## src/verilog/exu_settings.svh

```systemverilog
// execution unit widths
// shared by the payload package and the RTL modules
`ifndef EXU_SETTINGS_SVH
`define EXU_SETTINGS_SVH

// data path
`define EXU_XLEN 64
`define EXU_NREGS 16
// log2 of the register count
`define EXU_RA_W 4
`define EXU_IMM_W 16
`define EXU_INSN_W 32

`endif

```

## src/verilog/exu_isa_pkg.sv

```systemverilog
// instruction set of the integer slice
// opcodes, condition codes, flag layout and instruction field positions
package exu_isa_pkg;

  typedef enum logic [3:0] {
    OP_ADD   = 4'd0,
    OP_SUB   = 4'd1,
    OP_AND   = 4'd2,
    OP_XOR   = 4'd3,
    OP_OR    = 4'd4,
    OP_SHL   = 4'd5,
    OP_SHR   = 4'd6,
    OP_SAR   = 4'd7,
    OP_ADDI  = 4'd8,
    OP_SHLI  = 4'd9,
    OP_SHRI  = 4'd10,
    OP_SARI  = 4'd11,
    OP_MOVI  = 4'd12,
    OP_ILL_D = 4'd13, // 13..15 reserved
    OP_ILL_E = 4'd14,
    OP_ILL_F = 4'd15
  } opcode_e;

  typedef enum logic [3:0] {
    COND_EQ, COND_NE, COND_CS, COND_CC,
    COND_MI, COND_PL, COND_VS, COND_VC,
    COND_HI, COND_LS, COND_GE, COND_LT,
    COND_GT, COND_LE, COND_AL, COND_NV
  } cond_e;

  typedef struct packed {
    logic c;
    logic v;
    logic n;
    logic z;
  } flags_t;

  // field lsb positions in the instruction word
  localparam int OPC_LSB  = 28;
  localparam int COND_LSB = 24;
  localparam int RD_LSB   = 20;
  localparam int RA_LSB   = 16;
  localparam int RB_LSB   = 0;
  localparam int IMM_LSB  = 0;
  localparam int FIELD_W  = 4; // opcode and condition fields

endpackage

```

## src/verilog/exu_pipe_pkg.sv

```systemverilog
// pipeline payloads of the integer slice
// dec_op_t travels issue to execute, result_t execute to writeback
`include "exu_settings.svh"

package exu_pipe_pkg;

  typedef struct packed {
    exu_isa_pkg::opcode_e opcode;
    exu_isa_pkg::cond_e   cond;
    logic [`EXU_RA_W-1:0] rd;
    logic [`EXU_XLEN-1:0] a;
    logic [`EXU_XLEN-1:0] b;     // register value or extended immediate
    exu_isa_pkg::flags_t  flags; // flags sampled at issue
    logic                 writes;
  } dec_op_t;

  typedef struct packed {
    logic [`EXU_RA_W-1:0] rd;
    logic [`EXU_XLEN-1:0] value;
    exu_isa_pkg::flags_t  flags;
    logic                 executed;
    logic                 writes; // issue reserved rd and flags
  } result_t;

endpackage

```

## src/verilog/exec_alu.sv

```systemverilog
// predicated integer ALU
// checks the condition against the flags carried from issue, then
// computes the result and the new c, v, n, z flags
`include "exu_settings.svh"

module exec_alu (
  input  exu_pipe_pkg::dec_op_t op,
  output exu_pipe_pkg::result_t res
);

  localparam int SH_W = $clog2(`EXU_XLEN);
  localparam int MSB  = `EXU_XLEN - 1;

  logic                 cond_ok;
  logic                 legal;
  logic [`EXU_XLEN:0]   sum;
  logic [`EXU_XLEN:0]   diff;
  logic [SH_W-1:0]      shamt;
  logic [`EXU_XLEN-1:0] value;
  logic                 c;
  logic                 v;

  function automatic logic cond_eval(exu_isa_pkg::cond_e cond, exu_isa_pkg::flags_t f);
    case (cond)
      exu_isa_pkg::COND_EQ: return f.z;
      exu_isa_pkg::COND_NE: return !f.z;
      exu_isa_pkg::COND_CS: return f.c;
      exu_isa_pkg::COND_CC: return !f.c;
      exu_isa_pkg::COND_MI: return f.n;
      exu_isa_pkg::COND_PL: return !f.n;
      exu_isa_pkg::COND_VS: return f.v;
      exu_isa_pkg::COND_VC: return !f.v;
      exu_isa_pkg::COND_HI: return f.c && !f.z;
      exu_isa_pkg::COND_LS: return !(f.c && !f.z);
      exu_isa_pkg::COND_GE: return f.n == f.v;
      exu_isa_pkg::COND_LT: return f.n != f.v;
      exu_isa_pkg::COND_GT: return !f.z && (f.n == f.v);
      exu_isa_pkg::COND_LE: return !(!f.z && (f.n == f.v));
      exu_isa_pkg::COND_AL: return 1'b1;
      default:              return 1'b0; // NV
    endcase
  endfunction

  assign cond_ok = cond_eval(op.cond, op.flags);
  assign legal   = op.opcode <= exu_isa_pkg::OP_MOVI;
  assign sum     = {1'b0, op.a} + {1'b0, op.b};
  assign diff    = {1'b0, op.a} - {1'b0, op.b};
  assign shamt   = op.b[SH_W-1:0];

  always_comb begin
    value = '0;
    c = 1'b0;
    v = 1'b0;
    case (op.opcode)
      exu_isa_pkg::OP_ADD, exu_isa_pkg::OP_ADDI: begin
        value = sum[MSB:0];
        c = sum[`EXU_XLEN];
        v = (op.a[MSB] == op.b[MSB]) && (sum[MSB] != op.a[MSB]);
      end
      exu_isa_pkg::OP_SUB: begin
        value = diff[MSB:0];
        c = !diff[`EXU_XLEN]; // no borrow
        v = (op.a[MSB] != op.b[MSB]) && (diff[MSB] != op.a[MSB]);
      end
      exu_isa_pkg::OP_AND:                       value = op.a & op.b;
      exu_isa_pkg::OP_XOR:                       value = op.a ^ op.b;
      exu_isa_pkg::OP_OR:                        value = op.a | op.b;
      exu_isa_pkg::OP_SHL, exu_isa_pkg::OP_SHLI: value = op.a << shamt;
      exu_isa_pkg::OP_SHR, exu_isa_pkg::OP_SHRI: value = op.a >> shamt;
      exu_isa_pkg::OP_SAR, exu_isa_pkg::OP_SARI: value = $signed(op.a) >>> shamt;
      exu_isa_pkg::OP_MOVI:                      value = op.b;
      default:                                   value = '0;
    endcase
  end

  always_comb begin
    res.rd     = op.rd;
    res.writes = op.writes;
    if (cond_ok && legal) begin
      res.executed = 1'b1;
      res.value    = value;
      res.flags.c  = c;
      res.flags.v  = v;
      res.flags.n  = value[MSB];
      res.flags.z  = value == '0;
    end else begin
      res.executed = 1'b0; // suppressed, flags pass through
      res.value    = '0;
      res.flags    = op.flags;
    end
  end

endmodule

```

## src/verilog/exu_top.sv

```systemverilog
// integer execution slice
// decode and operand read at issue, execute stage, result stage;
// results write back on the result port handshake
`include "exu_settings.svh"

module exu_top (
  input  logic                   clk,
  input  logic                   rst,
  input  logic                   issue_valid,
  input  logic [`EXU_INSN_W-1:0] issue_insn,
  input  logic                   result_ready,
  output logic                   issue_ready,
  output logic                   result_valid,
  output logic [`EXU_RA_W-1:0]   result_rd,
  output logic [`EXU_XLEN-1:0]   result_value,
  output exu_isa_pkg::flags_t    result_flags,
  output logic                   result_executed
);

  exu_isa_pkg::opcode_e  dec_opcode;
  exu_isa_pkg::cond_e    dec_cond;
  logic [`EXU_RA_W-1:0]  dec_rd;
  logic [`EXU_RA_W-1:0]  dec_ra;
  logic [`EXU_RA_W-1:0]  dec_rb;
  logic [`EXU_XLEN-1:0]  dec_imm;
  logic                  dec_uses_rb;
  logic                  dec_writes;
  logic [`EXU_XLEN-1:0]  rdata_a;
  logic [`EXU_XLEN-1:0]  rdata_b;
  exu_isa_pkg::flags_t   cur_flags;
  logic                  issue_fire;
  logic                  op_in_ready;
  logic                  op_valid;
  logic                  res_in_ready;
  logic                  res_fire;
  exu_pipe_pkg::dec_op_t op_in;
  exu_pipe_pkg::dec_op_t op_q;
  exu_pipe_pkg::result_t res_d;
  exu_pipe_pkg::result_t res_q;

  assign op_in = '{opcode: dec_opcode, cond: dec_cond, rd: dec_rd, a: rdata_a,
                   b: dec_uses_rb ? rdata_b : dec_imm, flags: cur_flags,
                   writes: dec_writes};

  assign res_fire        = result_valid && result_ready;
  assign result_rd       = res_q.rd;
  assign result_value    = res_q.value;
  assign result_flags    = res_q.flags;
  assign result_executed = res_q.executed;

  insn_decode u_decode (.insn(issue_insn), .opcode(dec_opcode), .cond(dec_cond),
    .rd(dec_rd), .ra(dec_ra), .rb(dec_rb), .imm_ext(dec_imm),
    .uses_rb(dec_uses_rb), .writes(dec_writes));

  reg_file u_reg_file (.clk(clk), .rst(rst), .ra(dec_ra), .rb(dec_rb),
    .we(res_fire && res_q.executed), .wa(res_q.rd), .wd(res_q.value),
    .flags_we(res_fire && res_q.executed), .flags_wd(res_q.flags),
    .rdata_a(rdata_a), .rdata_b(rdata_b), .flags(cur_flags));

  scoreboard u_scoreboard (.clk(clk), .rst(rst), .ra(dec_ra), .rb(dec_rb), .rd(dec_rd),
    .uses_rb(dec_uses_rb), .needs_flags(dec_cond != exu_isa_pkg::COND_AL),
    .writes(dec_writes), .issue_valid(issue_valid), .stage_ready(op_in_ready),
    .clear_en(res_fire), .clear_rd(res_q.rd), .clear_writes(res_q.writes),
    .issue_ready(issue_ready), .issue_fire(issue_fire));

  pipe_stage #(.payload_t(exu_pipe_pkg::dec_op_t)) u_stage_op (.clk(clk), .rst(rst),
    .in_valid(issue_fire), .in_data(op_in), .out_ready(res_in_ready),
    .in_ready(op_in_ready), .out_valid(op_valid), .out_data(op_q));

  exec_alu u_alu (.op(op_q), .res(res_d));

  pipe_stage #(.payload_t(exu_pipe_pkg::result_t)) u_stage_res (.clk(clk), .rst(rst),
    .in_valid(op_valid), .in_data(res_d), .out_ready(result_ready),
    .in_ready(res_in_ready), .out_valid(result_valid), .out_data(res_q));

endmodule

```

## src/verilog/insn_decode.sv

```systemverilog
// instruction decoder
// slices the fixed fields, sign-extends the immediate and
// tells the scoreboard which sources are read and whether a write is reserved
`include "exu_settings.svh"

module insn_decode (
  input  logic [`EXU_INSN_W-1:0] insn,
  output exu_isa_pkg::opcode_e   opcode,
  output exu_isa_pkg::cond_e     cond,
  output logic [`EXU_RA_W-1:0]   rd,
  output logic [`EXU_RA_W-1:0]   ra,
  output logic [`EXU_RA_W-1:0]   rb,
  output logic [`EXU_XLEN-1:0]   imm_ext,
  output logic                   uses_rb,
  output logic                   writes
);

  logic [`EXU_IMM_W-1:0] imm;

  assign opcode = exu_isa_pkg::opcode_e'(
    insn[exu_isa_pkg::OPC_LSB +: exu_isa_pkg::FIELD_W]);
  assign cond = exu_isa_pkg::cond_e'(
    insn[exu_isa_pkg::COND_LSB +: exu_isa_pkg::FIELD_W]);

  assign rd  = insn[exu_isa_pkg::RD_LSB +: `EXU_RA_W];
  assign ra  = insn[exu_isa_pkg::RA_LSB +: `EXU_RA_W];
  assign rb  = insn[exu_isa_pkg::RB_LSB +: `EXU_RA_W];
  assign imm = insn[exu_isa_pkg::IMM_LSB +: `EXU_IMM_W];

  assign imm_ext = {{(`EXU_XLEN - `EXU_IMM_W){imm[`EXU_IMM_W-1]}}, imm};

  // register forms occupy the low opcodes
  assign uses_rb = opcode <= exu_isa_pkg::OP_SAR;

  // never-executing ops reserve nothing
  assign writes = (opcode <= exu_isa_pkg::OP_MOVI) && (cond != exu_isa_pkg::COND_NV);

endmodule

```

## src/verilog/pipe_stage.sv

```systemverilog
// one-entry valid/ready pipeline register
// accepts when empty or when the held item leaves in the same cycle
module pipe_stage #(
  parameter type payload_t = logic
) (
  input  logic     clk,
  input  logic     rst,
  input  logic     in_valid,
  input  payload_t in_data,
  input  logic     out_ready,
  output logic     in_ready,
  output logic     out_valid,
  output payload_t out_data
);

  logic     valid_q;
  payload_t data_q;

  assign in_ready = !valid_q || out_ready;

  always_ff @(posedge clk) begin
    if (rst) valid_q <= 1'b0;
    else if (in_ready) valid_q <= in_valid;
  end

  always_ff @(posedge clk) begin
    if (in_valid && in_ready) data_q <= in_data;
  end

  assign out_valid = valid_q;
  assign out_data  = data_q;

  // stalled item must not change under the consumer
  a_hold: assert property (@(posedge clk) disable iff (rst)
    out_valid && !out_ready |=> out_valid && $stable(out_data));

endmodule

```

## src/verilog/reg_file.sv

```systemverilog
// architectural register file
// sixteen general registers and the flag register
// two combinational read ports, one write port for each
`include "exu_settings.svh"

module reg_file (
  input  logic                 clk,
  input  logic                 rst,
  input  logic [`EXU_RA_W-1:0] ra,
  input  logic [`EXU_RA_W-1:0] rb,
  input  logic                 we,
  input  logic [`EXU_RA_W-1:0] wa,
  input  logic [`EXU_XLEN-1:0] wd,
  input  logic                 flags_we,
  input  exu_isa_pkg::flags_t  flags_wd,
  output logic [`EXU_XLEN-1:0] rdata_a,
  output logic [`EXU_XLEN-1:0] rdata_b,
  output exu_isa_pkg::flags_t  flags
);

  logic [`EXU_XLEN-1:0] regs [`EXU_NREGS];
  exu_isa_pkg::flags_t  flags_q;

  always_ff @(posedge clk) begin
    if (rst) begin
      for (int i = 0; i < `EXU_NREGS; i++) begin
        regs[i] <= '0;
      end
      flags_q <= '0;
    end else begin
      if (we) regs[wa] <= wd; // r0 is an ordinary register
      if (flags_we) flags_q <= flags_wd;
    end
  end

  assign rdata_a = regs[ra];
  assign rdata_b = regs[rb];
  assign flags   = flags_q;

endmodule

```

## src/verilog/scoreboard.sv

```systemverilog
// issue scoreboard
// counts outstanding writes per register and for the flags,
// holds issue while a needed source still has a write in flight
`include "exu_settings.svh"

module scoreboard (
  input  logic                 clk,
  input  logic                 rst,
  input  logic [`EXU_RA_W-1:0] ra,
  input  logic [`EXU_RA_W-1:0] rb,
  input  logic [`EXU_RA_W-1:0] rd,
  input  logic                 uses_rb,
  input  logic                 needs_flags,
  input  logic                 writes,
  input  logic                 issue_valid,
  input  logic                 stage_ready,
  input  logic                 clear_en,
  input  logic [`EXU_RA_W-1:0] clear_rd,
  input  logic                 clear_writes,
  output logic                 issue_ready,
  output logic                 issue_fire
);

  localparam int CNT_W = 2; // at most two items in flight

  logic [CNT_W-1:0] reg_cnt [`EXU_NREGS];
  logic [CNT_W-1:0] flag_cnt;
  logic             ra_busy;
  logic             rb_busy;
  logic             fl_busy;
  logic             set_en;
  logic             clr_en;

  assign ra_busy = reg_cnt[ra] != '0;
  assign rb_busy = uses_rb && (reg_cnt[rb] != '0);
  assign fl_busy = needs_flags && (flag_cnt != '0);

  assign issue_ready = stage_ready && !(ra_busy || rb_busy || fl_busy);
  assign issue_fire  = issue_valid && issue_ready;

  assign set_en = issue_fire && writes;
  assign clr_en = clear_en && clear_writes;

  always_ff @(posedge clk) begin
    if (rst) begin
      for (int i = 0; i < `EXU_NREGS; i++) begin
        reg_cnt[i] <= '0;
      end
      flag_cnt <= '0;
    end else begin
      for (int i = 0; i < `EXU_NREGS; i++) begin
        reg_cnt[i] <= reg_cnt[i] + CNT_W'(set_en && (rd == i))
                                 - CNT_W'(clr_en && (clear_rd == i));
      end
      flag_cnt <= flag_cnt + CNT_W'(set_en) - CNT_W'(clr_en); // set and clear may coincide
    end
  end

  // a retiring result must match a reservation made at its issue
  a_clear_pending: assert property (@(posedge clk) disable iff (rst)
    clr_en |-> (reg_cnt[clear_rd] != '0) && (flag_cnt != '0));

  // a fresh reservation keeps later readers of rd and the flags waiting
  a_set_pending: assert property (@(posedge clk) disable iff (rst)
    set_en |=> (reg_cnt[$past(rd)] != '0) && (flag_cnt != '0));

endmodule
```

## config.mk

```make
export PLATFORM = sky130hd
export DESIGN_NAME = exu_top
export DESIGN_NICKNAME = d
export VERILOG_FILES = /design/src/verilog/exu_isa_pkg.sv /design/src/verilog/exu_pipe_pkg.sv /design/src/verilog/exec_alu.sv /design/src/verilog/exu_top.sv /design/src/verilog/insn_decode.sv /design/src/verilog/pipe_stage.sv /design/src/verilog/reg_file.sv /design/src/verilog/scoreboard.sv
export VERILOG_INCLUDE_DIRS = /design/src /design/src/verilog
export SDC_FILE = /design/constraint.sdc
export NUM_CORES = 2
export LEC_CHECK = 0
export BUFFER_PORTS_ARGS = -buffer_cell sky130_fd_sc_hd__buf_2
export CAP_MARGIN = 40
export CORE_MARGIN = 3
export CORE_UTILIZATION = 54
export DETAILED_ROUTE_END_ITERATION = 8
export GPL_TIMING_DRIVEN = 0
export PLACE_DENSITY_LB_ADDON = 0.08
export SYNTH_ARGS = -nofsm -noshare
export SYNTH_HDL_FRONTEND = slang
export SYNTH_SLANG_ARGS = --single-unit
```

## constraint.sdc

```tcl
create_clock -name clk -period 7.2 [get_ports clk]
set_input_delay 0.72 -clock clk [delete_from_list [all_inputs] [get_ports clk]]
set_output_delay 0.72 -clock clk [all_outputs]
set_load 0.01 [all_outputs]
```

==> results of run 1 <==
-- layer usage --
layer,GRT overflow,GRT usage
met5,2,0.391
met4,235,0.777
met3,11,0.664
met2,292,0.917
met1,10,0.796
-- stage by stage --
stage	cell area [um^2]	setup TNS, ps	hold slack (ps)	setup slack [ps]
after CTS	100000	0	83.5	26.9
after floorplan	87800	0	400	172
after global placement	91100	-414050	401	-5290
after detailed placement	94900	-64390	406	-3670
-- synth_stat cells, types with 41 or more instances --
| master | n | area, um^2 |
|---|---|---|
| sky130_fd_sc_hd__edfxtp_1 | 1243 | 37300 |
| sky130_fd_sc_hd__nor3_1 | 102 | 510 |
| sky130_fd_sc_hd__ha_1 | 227 | 2840 |
| sky130_fd_sc_hd__o22ai_1 | 55 | 344 |
| sky130_fd_sc_hd__nand4_1 | 55 | 344 |
| sky130_fd_sc_hd__nand2_1 | 413 | 1550 |
| sky130_fd_sc_hd__a21oi_1 | 329 | 1650 |
| sky130_fd_sc_hd__buf_2 | 60 | 300 |
| sky130_fd_sc_hd__mux2_2 | 80 | 901 |
| sky130_fd_sc_hd__clkbuf_1 | 497 | 1870 |
| sky130_fd_sc_hd__mux4_2 | 745 | 16800 |
| sky130_fd_sc_hd__inv_1 | 247 | 927 |
| sky130_fd_sc_hd__o31ai_1 | 41 | 308 |
| sky130_fd_sc_hd__a22oi_1 | 47 | 353 |
| sky130_fd_sc_hd__o221ai_1 | 62 | 543 |
| sky130_fd_sc_hd__xnor2_1 | 41 | 359 |
| sky130_fd_sc_hd__nor2_1 | 449 | 1690 |
| sky130_fd_sc_hd__a211oi_1 | 73 | 548 |
| sky130_fd_sc_hd__and2_1 | 1055 | 6600 |
| sky130_fd_sc_hd__nor2b_1 | 61 | 382 |
| sky130_fd_sc_hd__nand3_1 | 93 | 465 |
| sky130_fd_sc_hd__nor4_1 | 52 | 325 |
| sky130_fd_sc_hd__buf_1 | 82 | 308 |
| sky130_fd_sc_hd__a31oi_1 | 56 | 350 |
| sky130_fd_sc_hd__o21ai_0 | 265 | 1330 |
| sky130_fd_sc_hd__mux2i_1 | 209 | 2090 |
| sky130_fd_sc_hd__o211ai_1 | 60 | 450 |
-- repair_timing --
item,CTS
setup buffers,21
gates resized for setup,155
endpoints found under the setup margin,60
pin swaps,12
endpoints found under the hold margin,0
-- cell families after synthesis --
logic type | synth area share
buf+inv | 0.0455
xor+xnor | 0.00628
mux | 0.226
flops | 0.434
compound gates | 0.106
fa+ha+maj | 0.0328
simple gates | 0.149
==> out/qor.json, run 1 <==
{
  "globalRouteOverflowTotal": 550,
  "error_message": "[ERROR GRT-0232] Routing congestion too high. Check the congestion heatmap in the GUI.",
  "status": "stopped before the end",
  "chipHeight_um": 409,
  "post_cts_hold_buffer_count": 0,
  "yosys_most_used_dff": "sky130_fd_sc_hd__edfxtp_1",
  "last-stage-reached": "global routing (5_1_grt)",
  "clock_tree.htree_level_count": 4,
  "synth_async_sr_flop_share": 0,
  "synth_cells": 7408,
  "floorplan.die.width_um": 409,
  "initial_core_util": 0.545,
  "postSynthNetCount": 7673,
  "number_of_synthesized_flops_with_an_enable_pin": 1243,
  "placementRows": 147,
  "clock-sinks": 1283,
  "final_estimated_routing_congestion_in_global_placement": 1.22,
  "synth_cell_type_count": 104,
  "count_of_pins_on_the_block_boundary": 111,
  "synth_seq_area_share": 0.434,
  "port_buffers": 104,
  "grt_start_max_net_pins": 81,
  "dpl.cell_count": 9966,
  "synth_warnings": 0,
  "number_of_register_bits_inferred_by_synthesis": 1283,
  "cts-root-buf": "sky130_fd_sc_hd__clkbuf_16",
  "groute.usage.overall": 0.788,
  "clock_path_buffers": 3,
  "synth_area_per_cell_um2": 11.9,
  "number_of_cts_inserted_buffers": 135,
  "mappedNetlistArea_um2": 87800,
  "dp_hpwl_um": 395000
}
==> run 2: changes to the inputs <==
- CORE_UTILIZATION: 54 -> 39
- PLACE_DENSITY_LB_ADDON: 0.08 -> 0.15
- clock period: 7.2 -> 9.4 ns (I/O delays scaled with it)
==> run 2 against run 1 <==
The flow now finishes, with violations (negative setup slack). Synthesized area unchanged. Synthesized cell count is the same.
==> out/qor.json, run 2 <==
{
  "worst_max_slew_pin_slew_ps": 1190,
  "vdd_ir_drop_max_mv": 0.197,
  "synth_compound_area_frac": {"value": 0.106, "change": "unchanged"},
  "area_delta_synth_final_pct": 16.2,
  "power_density_nw_per_um2": 202,
  "largest_register_ffs": 1024,
  "fin_skew_ps": 64.4,
  "final_min_period_over_clock_period": 1.03,
  "placementRows": {"value": 173, "change": "was 147"},
  "violations": "negative setup slack",
  "synth_simple_gate_area_share": {"value": 0.149, "change": "unchanged"},
  "grt_start_max_net_pins": 108,
  "detailedRoute.firstIterationViolations": 12200,
  "critPathSlowestCell": "sky130_fd_sc_hd__buf_2",
  "filler_cell_count": 20600,
  "fp.coreArea_um2": 223000,
  "final-setup-viol-count": 1,
  "commonest_cells_after_routing_fill_and_taps_aside": "sky130_fd_sc_hd__edfxtp_1 (1243), sky130_fd_sc_hd__and2_1 (1055), sky130_fd_sc_hd__mux4_2 (745), sky130_fd_sc_hd__clkbuf_1 (514), sky130_fd_sc_hd__nor2_1 (444)",
  "leakage_uw": 0.0375,
  "synth_cell_type_count": {"value": 104, "change": "unchanged"},
  "globalRouteOverflowTotal": 0,
  "path_max_fanout": 10,
  "layout_cells_sized_above_1": 0.216,
  "groute.usage.overall": 0.455,
  "number_of_synthesized_flops_with_an_enable_pin": {"value": 1243, "change": "unchanged"},
  "via_count_of_the_first_global_routing_pass": 74200,
  "number_of_cts_inserted_buffers": {"value": 147, "change": "was 135"},
  "final_nets": 8303,
  "count_of_pins_on_the_block_boundary": {"value": 111, "change": "unchanged"},
  "synth-xor-area-share": {"value": 0.00628, "change": "unchanged"},
  "mappedNetlistArea": {"value": 87800, "unit": "um^2", "change": "unchanged"},
  "critical_path.n_buffers_inverters": 8,
  "synthTopCellsByArea": {"value": "sky130_fd_sc_hd__edfxtp_1 (42%), sky130_fd_sc_hd__mux4_2 (19%), sky130_fd_sc_hd__and2_1 (7.5%)", "change": "unchanged"},
  "dpl.cell_count": {"value": 10800, "change": "was 9966"},
  "slew_headroom": 0.209,
  "stdcell_area_um2": 102000,
  "critPathRequiredTime_ps": 10070,
  "postSynthNetCount": {"value": 7673, "change": "unchanged"},
  "fp.dieArea_um2": 231000,
  "clk_pin_slew_worst_paths_ps": 60,
  "setup_crit_path_kind": "flop to flop",
  "worstPathArrival_ps": 10350,
  "clock_insertion_delay_worst_skew_ps": 830,
  "status": {"value": "complete, but fails checks", "change": "was stopped before the end"},
  "share_of_synthesized_area_spent_on_multiplexers": {"value": 0.226, "change": "unchanged"},
  "hold_viol": 0,
  "number_of_maximum_capacitance_violations": 0,
  "yosysMostFrequentCell": {"value": "sky130_fd_sc_hd__edfxtp_1", "change": "unchanged"},
  "regMostFlops": "u_reg_file.regs",
  "floorplan.die.width": {"value": 481, "unit": "um", "change": "was 409 um"},
  "route.final.wire_length_um": 530000,
  "dp_hpwl": {"value": 414000, "unit": "um", "change": "was 395000 um"},
  "cts-root-buf": {"value": "sky130_fd_sc_hd__clkbuf_16", "change": "unchanged"},
  "grt_antenna_before_repair": 75,
  "clock_path_buffers": {"value": 3, "change": "unchanged"},
  "cp_slowest_stage_delay_ps": 770,
  "final.setup.worst_slack_ps": -279,
  "final_cells": 11200,
  "finalWorstPathRequiredPeriod_ps": 9680,
  "clock_tree.htree_level_count": {"value": 4, "change": "unchanged"},
  "synth_cells": {"value": 7408, "change": "unchanged"},
  "dr_total_vias": 78000,
  "detailed_place.area": {"value": 96800, "unit": "um^2", "change": "was 94900 um^2"},
  "min-delay-path-class": "input port to flop",
  "synth_seq_area_share": {"value": 0.434, "change": "unchanged"},
  "post-synth-top-area-fraction": {"value": 0.425, "change": "unchanged"},
  "synth-adder-area-share": {"value": 0.0328, "change": "unchanged"},
  "synth_top_family_by_area": {"value": "multiplexers", "change": "unchanged"},
  "ys_top_cells_by_count": {"value": "sky130_fd_sc_hd__edfxtp_1 (1243), sky130_fd_sc_hd__and2_1 (1055), sky130_fd_sc_hd__mux4_2 (745)", "change": "unchanged"},
  "start_kind": "flop",
  "detail_route.wl_per_cell_um": 47.4,
  "timing.critical_path.mode_cell": "sky130_fd_sc_hd__buf_2",
  "post-route-drc-count": 0,
  "number_of_optimization_iterations_in_the_first_detailed_route_pass": 7,
  "grt_pass1_wl_um": 701000,
  "chipHeight": {"value": 481, "unit": "um", "change": "was 409 um"},
  "synth_area_per_cell": {"value": 11.9, "unit": "um^2", "change": "unchanged"},
  "clock-sinks": {"value": 1283, "change": "unchanged"},
  "yosys_most_used_dff": {"value": "sky130_fd_sc_hd__edfxtp_1", "change": "unchanged"},
  "initial_core_util": {"value": 0.394, "change": "was 0.545"},
  "via_cell_ratio": 6.98,
  "number_of_nets_with_antenna_violations_after_routing": 0,
  "netlist.top_cell.by_area": {"value": "sky130_fd_sc_hd__edfxtp_1", "change": "unchanged"},
  "crit_path_end_kind": "flop",
  "fmax_mhz": 103,
  "timing.critical_path.cells": "buf_2 -> inv_2 -> buf_2 -> buf_2 -> buf_2 -> buf_1 -> nand2_1 -> o21ai_0 -> buf_4 -> a2bb2oi_4 -> a21oi_1 -> a211oi_1 -> nand4_1 -> nor3_2 -> nand4_1 -> nor4_4 -> nand4_1 -> or4_1 -> o31ai_4 -> buf_6",
  "final_estimated_routing_congestion_in_global_placement": {"value": 1.18, "change": "was 1.22"},
  "number_of_register_bits_inferred_by_synthesis": {"value": 1283, "change": "unchanged"},
  "grt_setup_unrepaired": "false",
  "maxSlewViolCount": 0,
  "synth_async_sr_flop_share": {"value": 0, "change": "unchanged"},
  "layout_commonest_cell": "sky130_fd_sc_hd__edfxtp_1",
  "critPathTopFamily": "buffers and inverters",
  "clock_tree_from_tritoncts": "yes",
  "synth_warnings": {"value": 0, "change": "unchanged"},
  "port_buffers": {"value": 104, "change": "unchanged"},
  "post_cts_hold_buffer_count": {"value": 0, "change": "unchanged"}
}
==> run 2: worst paths after layout <==
kind	startpoint	end	slack, ps	cells past startpoint
worst max-delay path	u_stage_op.out_data[6]	u_stage_res.out_data[2]	-280	20
worst max register to register	u_stage_op.out_data[6]	u_stage_res.out_data[2]	-280	20
worst min-delay path	issue_insn[26]	u_stage_op.out_data[139]	310	1
worst min register to register	u_stage_op.out_data[136]	u_stage_res.out_data[73]	380	0
==> run 2: kinds of logic (layout without fill, tap and decap cells) <==
logic type | Yosys count | count (layout)
AOI/OAI and AO/OA | 1380 | 1380
buffers and inverters | 955 | 1700
DFF | 1283 | 1283
other | 0 | 52
adders and majority gates | 229 | 229
muxes | 1042 | 1042
and+or+nand+nor | 2456 | 2456
xor gates and xnor gates | 63 | 63
==> run 2: layout make-up <==
class                   count  area [um^2]  area share
repair buffers            487         5380      0.0527
inverters                 256          973     0.00954
well taps                2975         3720      0.0365
flip-flops and latches   1283        38100       0.374
multi-input cells        5170        46000       0.451
diodes                     52          130     0.00128
plain buffers             693         3070      0.0301
clock buffers             181         3820      0.0374
clock inverters            83          815     0.00798
==> run 2: layer usage <==
metal	track usage	wire (um)	vias up	share of wire
met5	0.00228	184	-	0.00035
met4	0.357	52700	20	0.10
met3	0.154	59100	2008	0.11
met2	0.686	233000	6231	0.44
met1	0.533	185000	40000	0.35
li1	-	-	29700	-
==> run 2: power breakdown <==
part | leakage, uW | internal [uW] | switching (uW)
clock network | 0.00225 | 3110 | 2510
logic | 0.0223 | 2310 | 5630
registers | 0.0130 | 6630 | 474
==> run 2: repair_timing <==
action,4_1_cts,5_1_grt
buffers inserted,2,0
gates cloned,0,0
endpoints found under the setup margin,7,1
pin swaps,1,1
resized for setup,15,23
==> run 2: metrics by stage <==
| stage | power (uW) | util | hold slack (ps) | setup slack (ps) | setup TNS (ps) |
|---|---|---|---|---|---|
| global route | 20900 | 0.457 | 273 | 15.2 | 0 |
| floorplan | 10600 | - | 400 | 2150 | 0 |
| global placement | 14200 | 0.413 | 402 | -3980 | -95910 |
| detailed placement | 14400 | 0.434 | 407 | -1950 | -4370 |
| finish | 20700 | 0.457 | 311 | -279 | -279 |
| CTS | 20000 | 0.455 | 237 | 8.59 | 0 |
No activity file was read; power rests on OpenSTA's default activity.
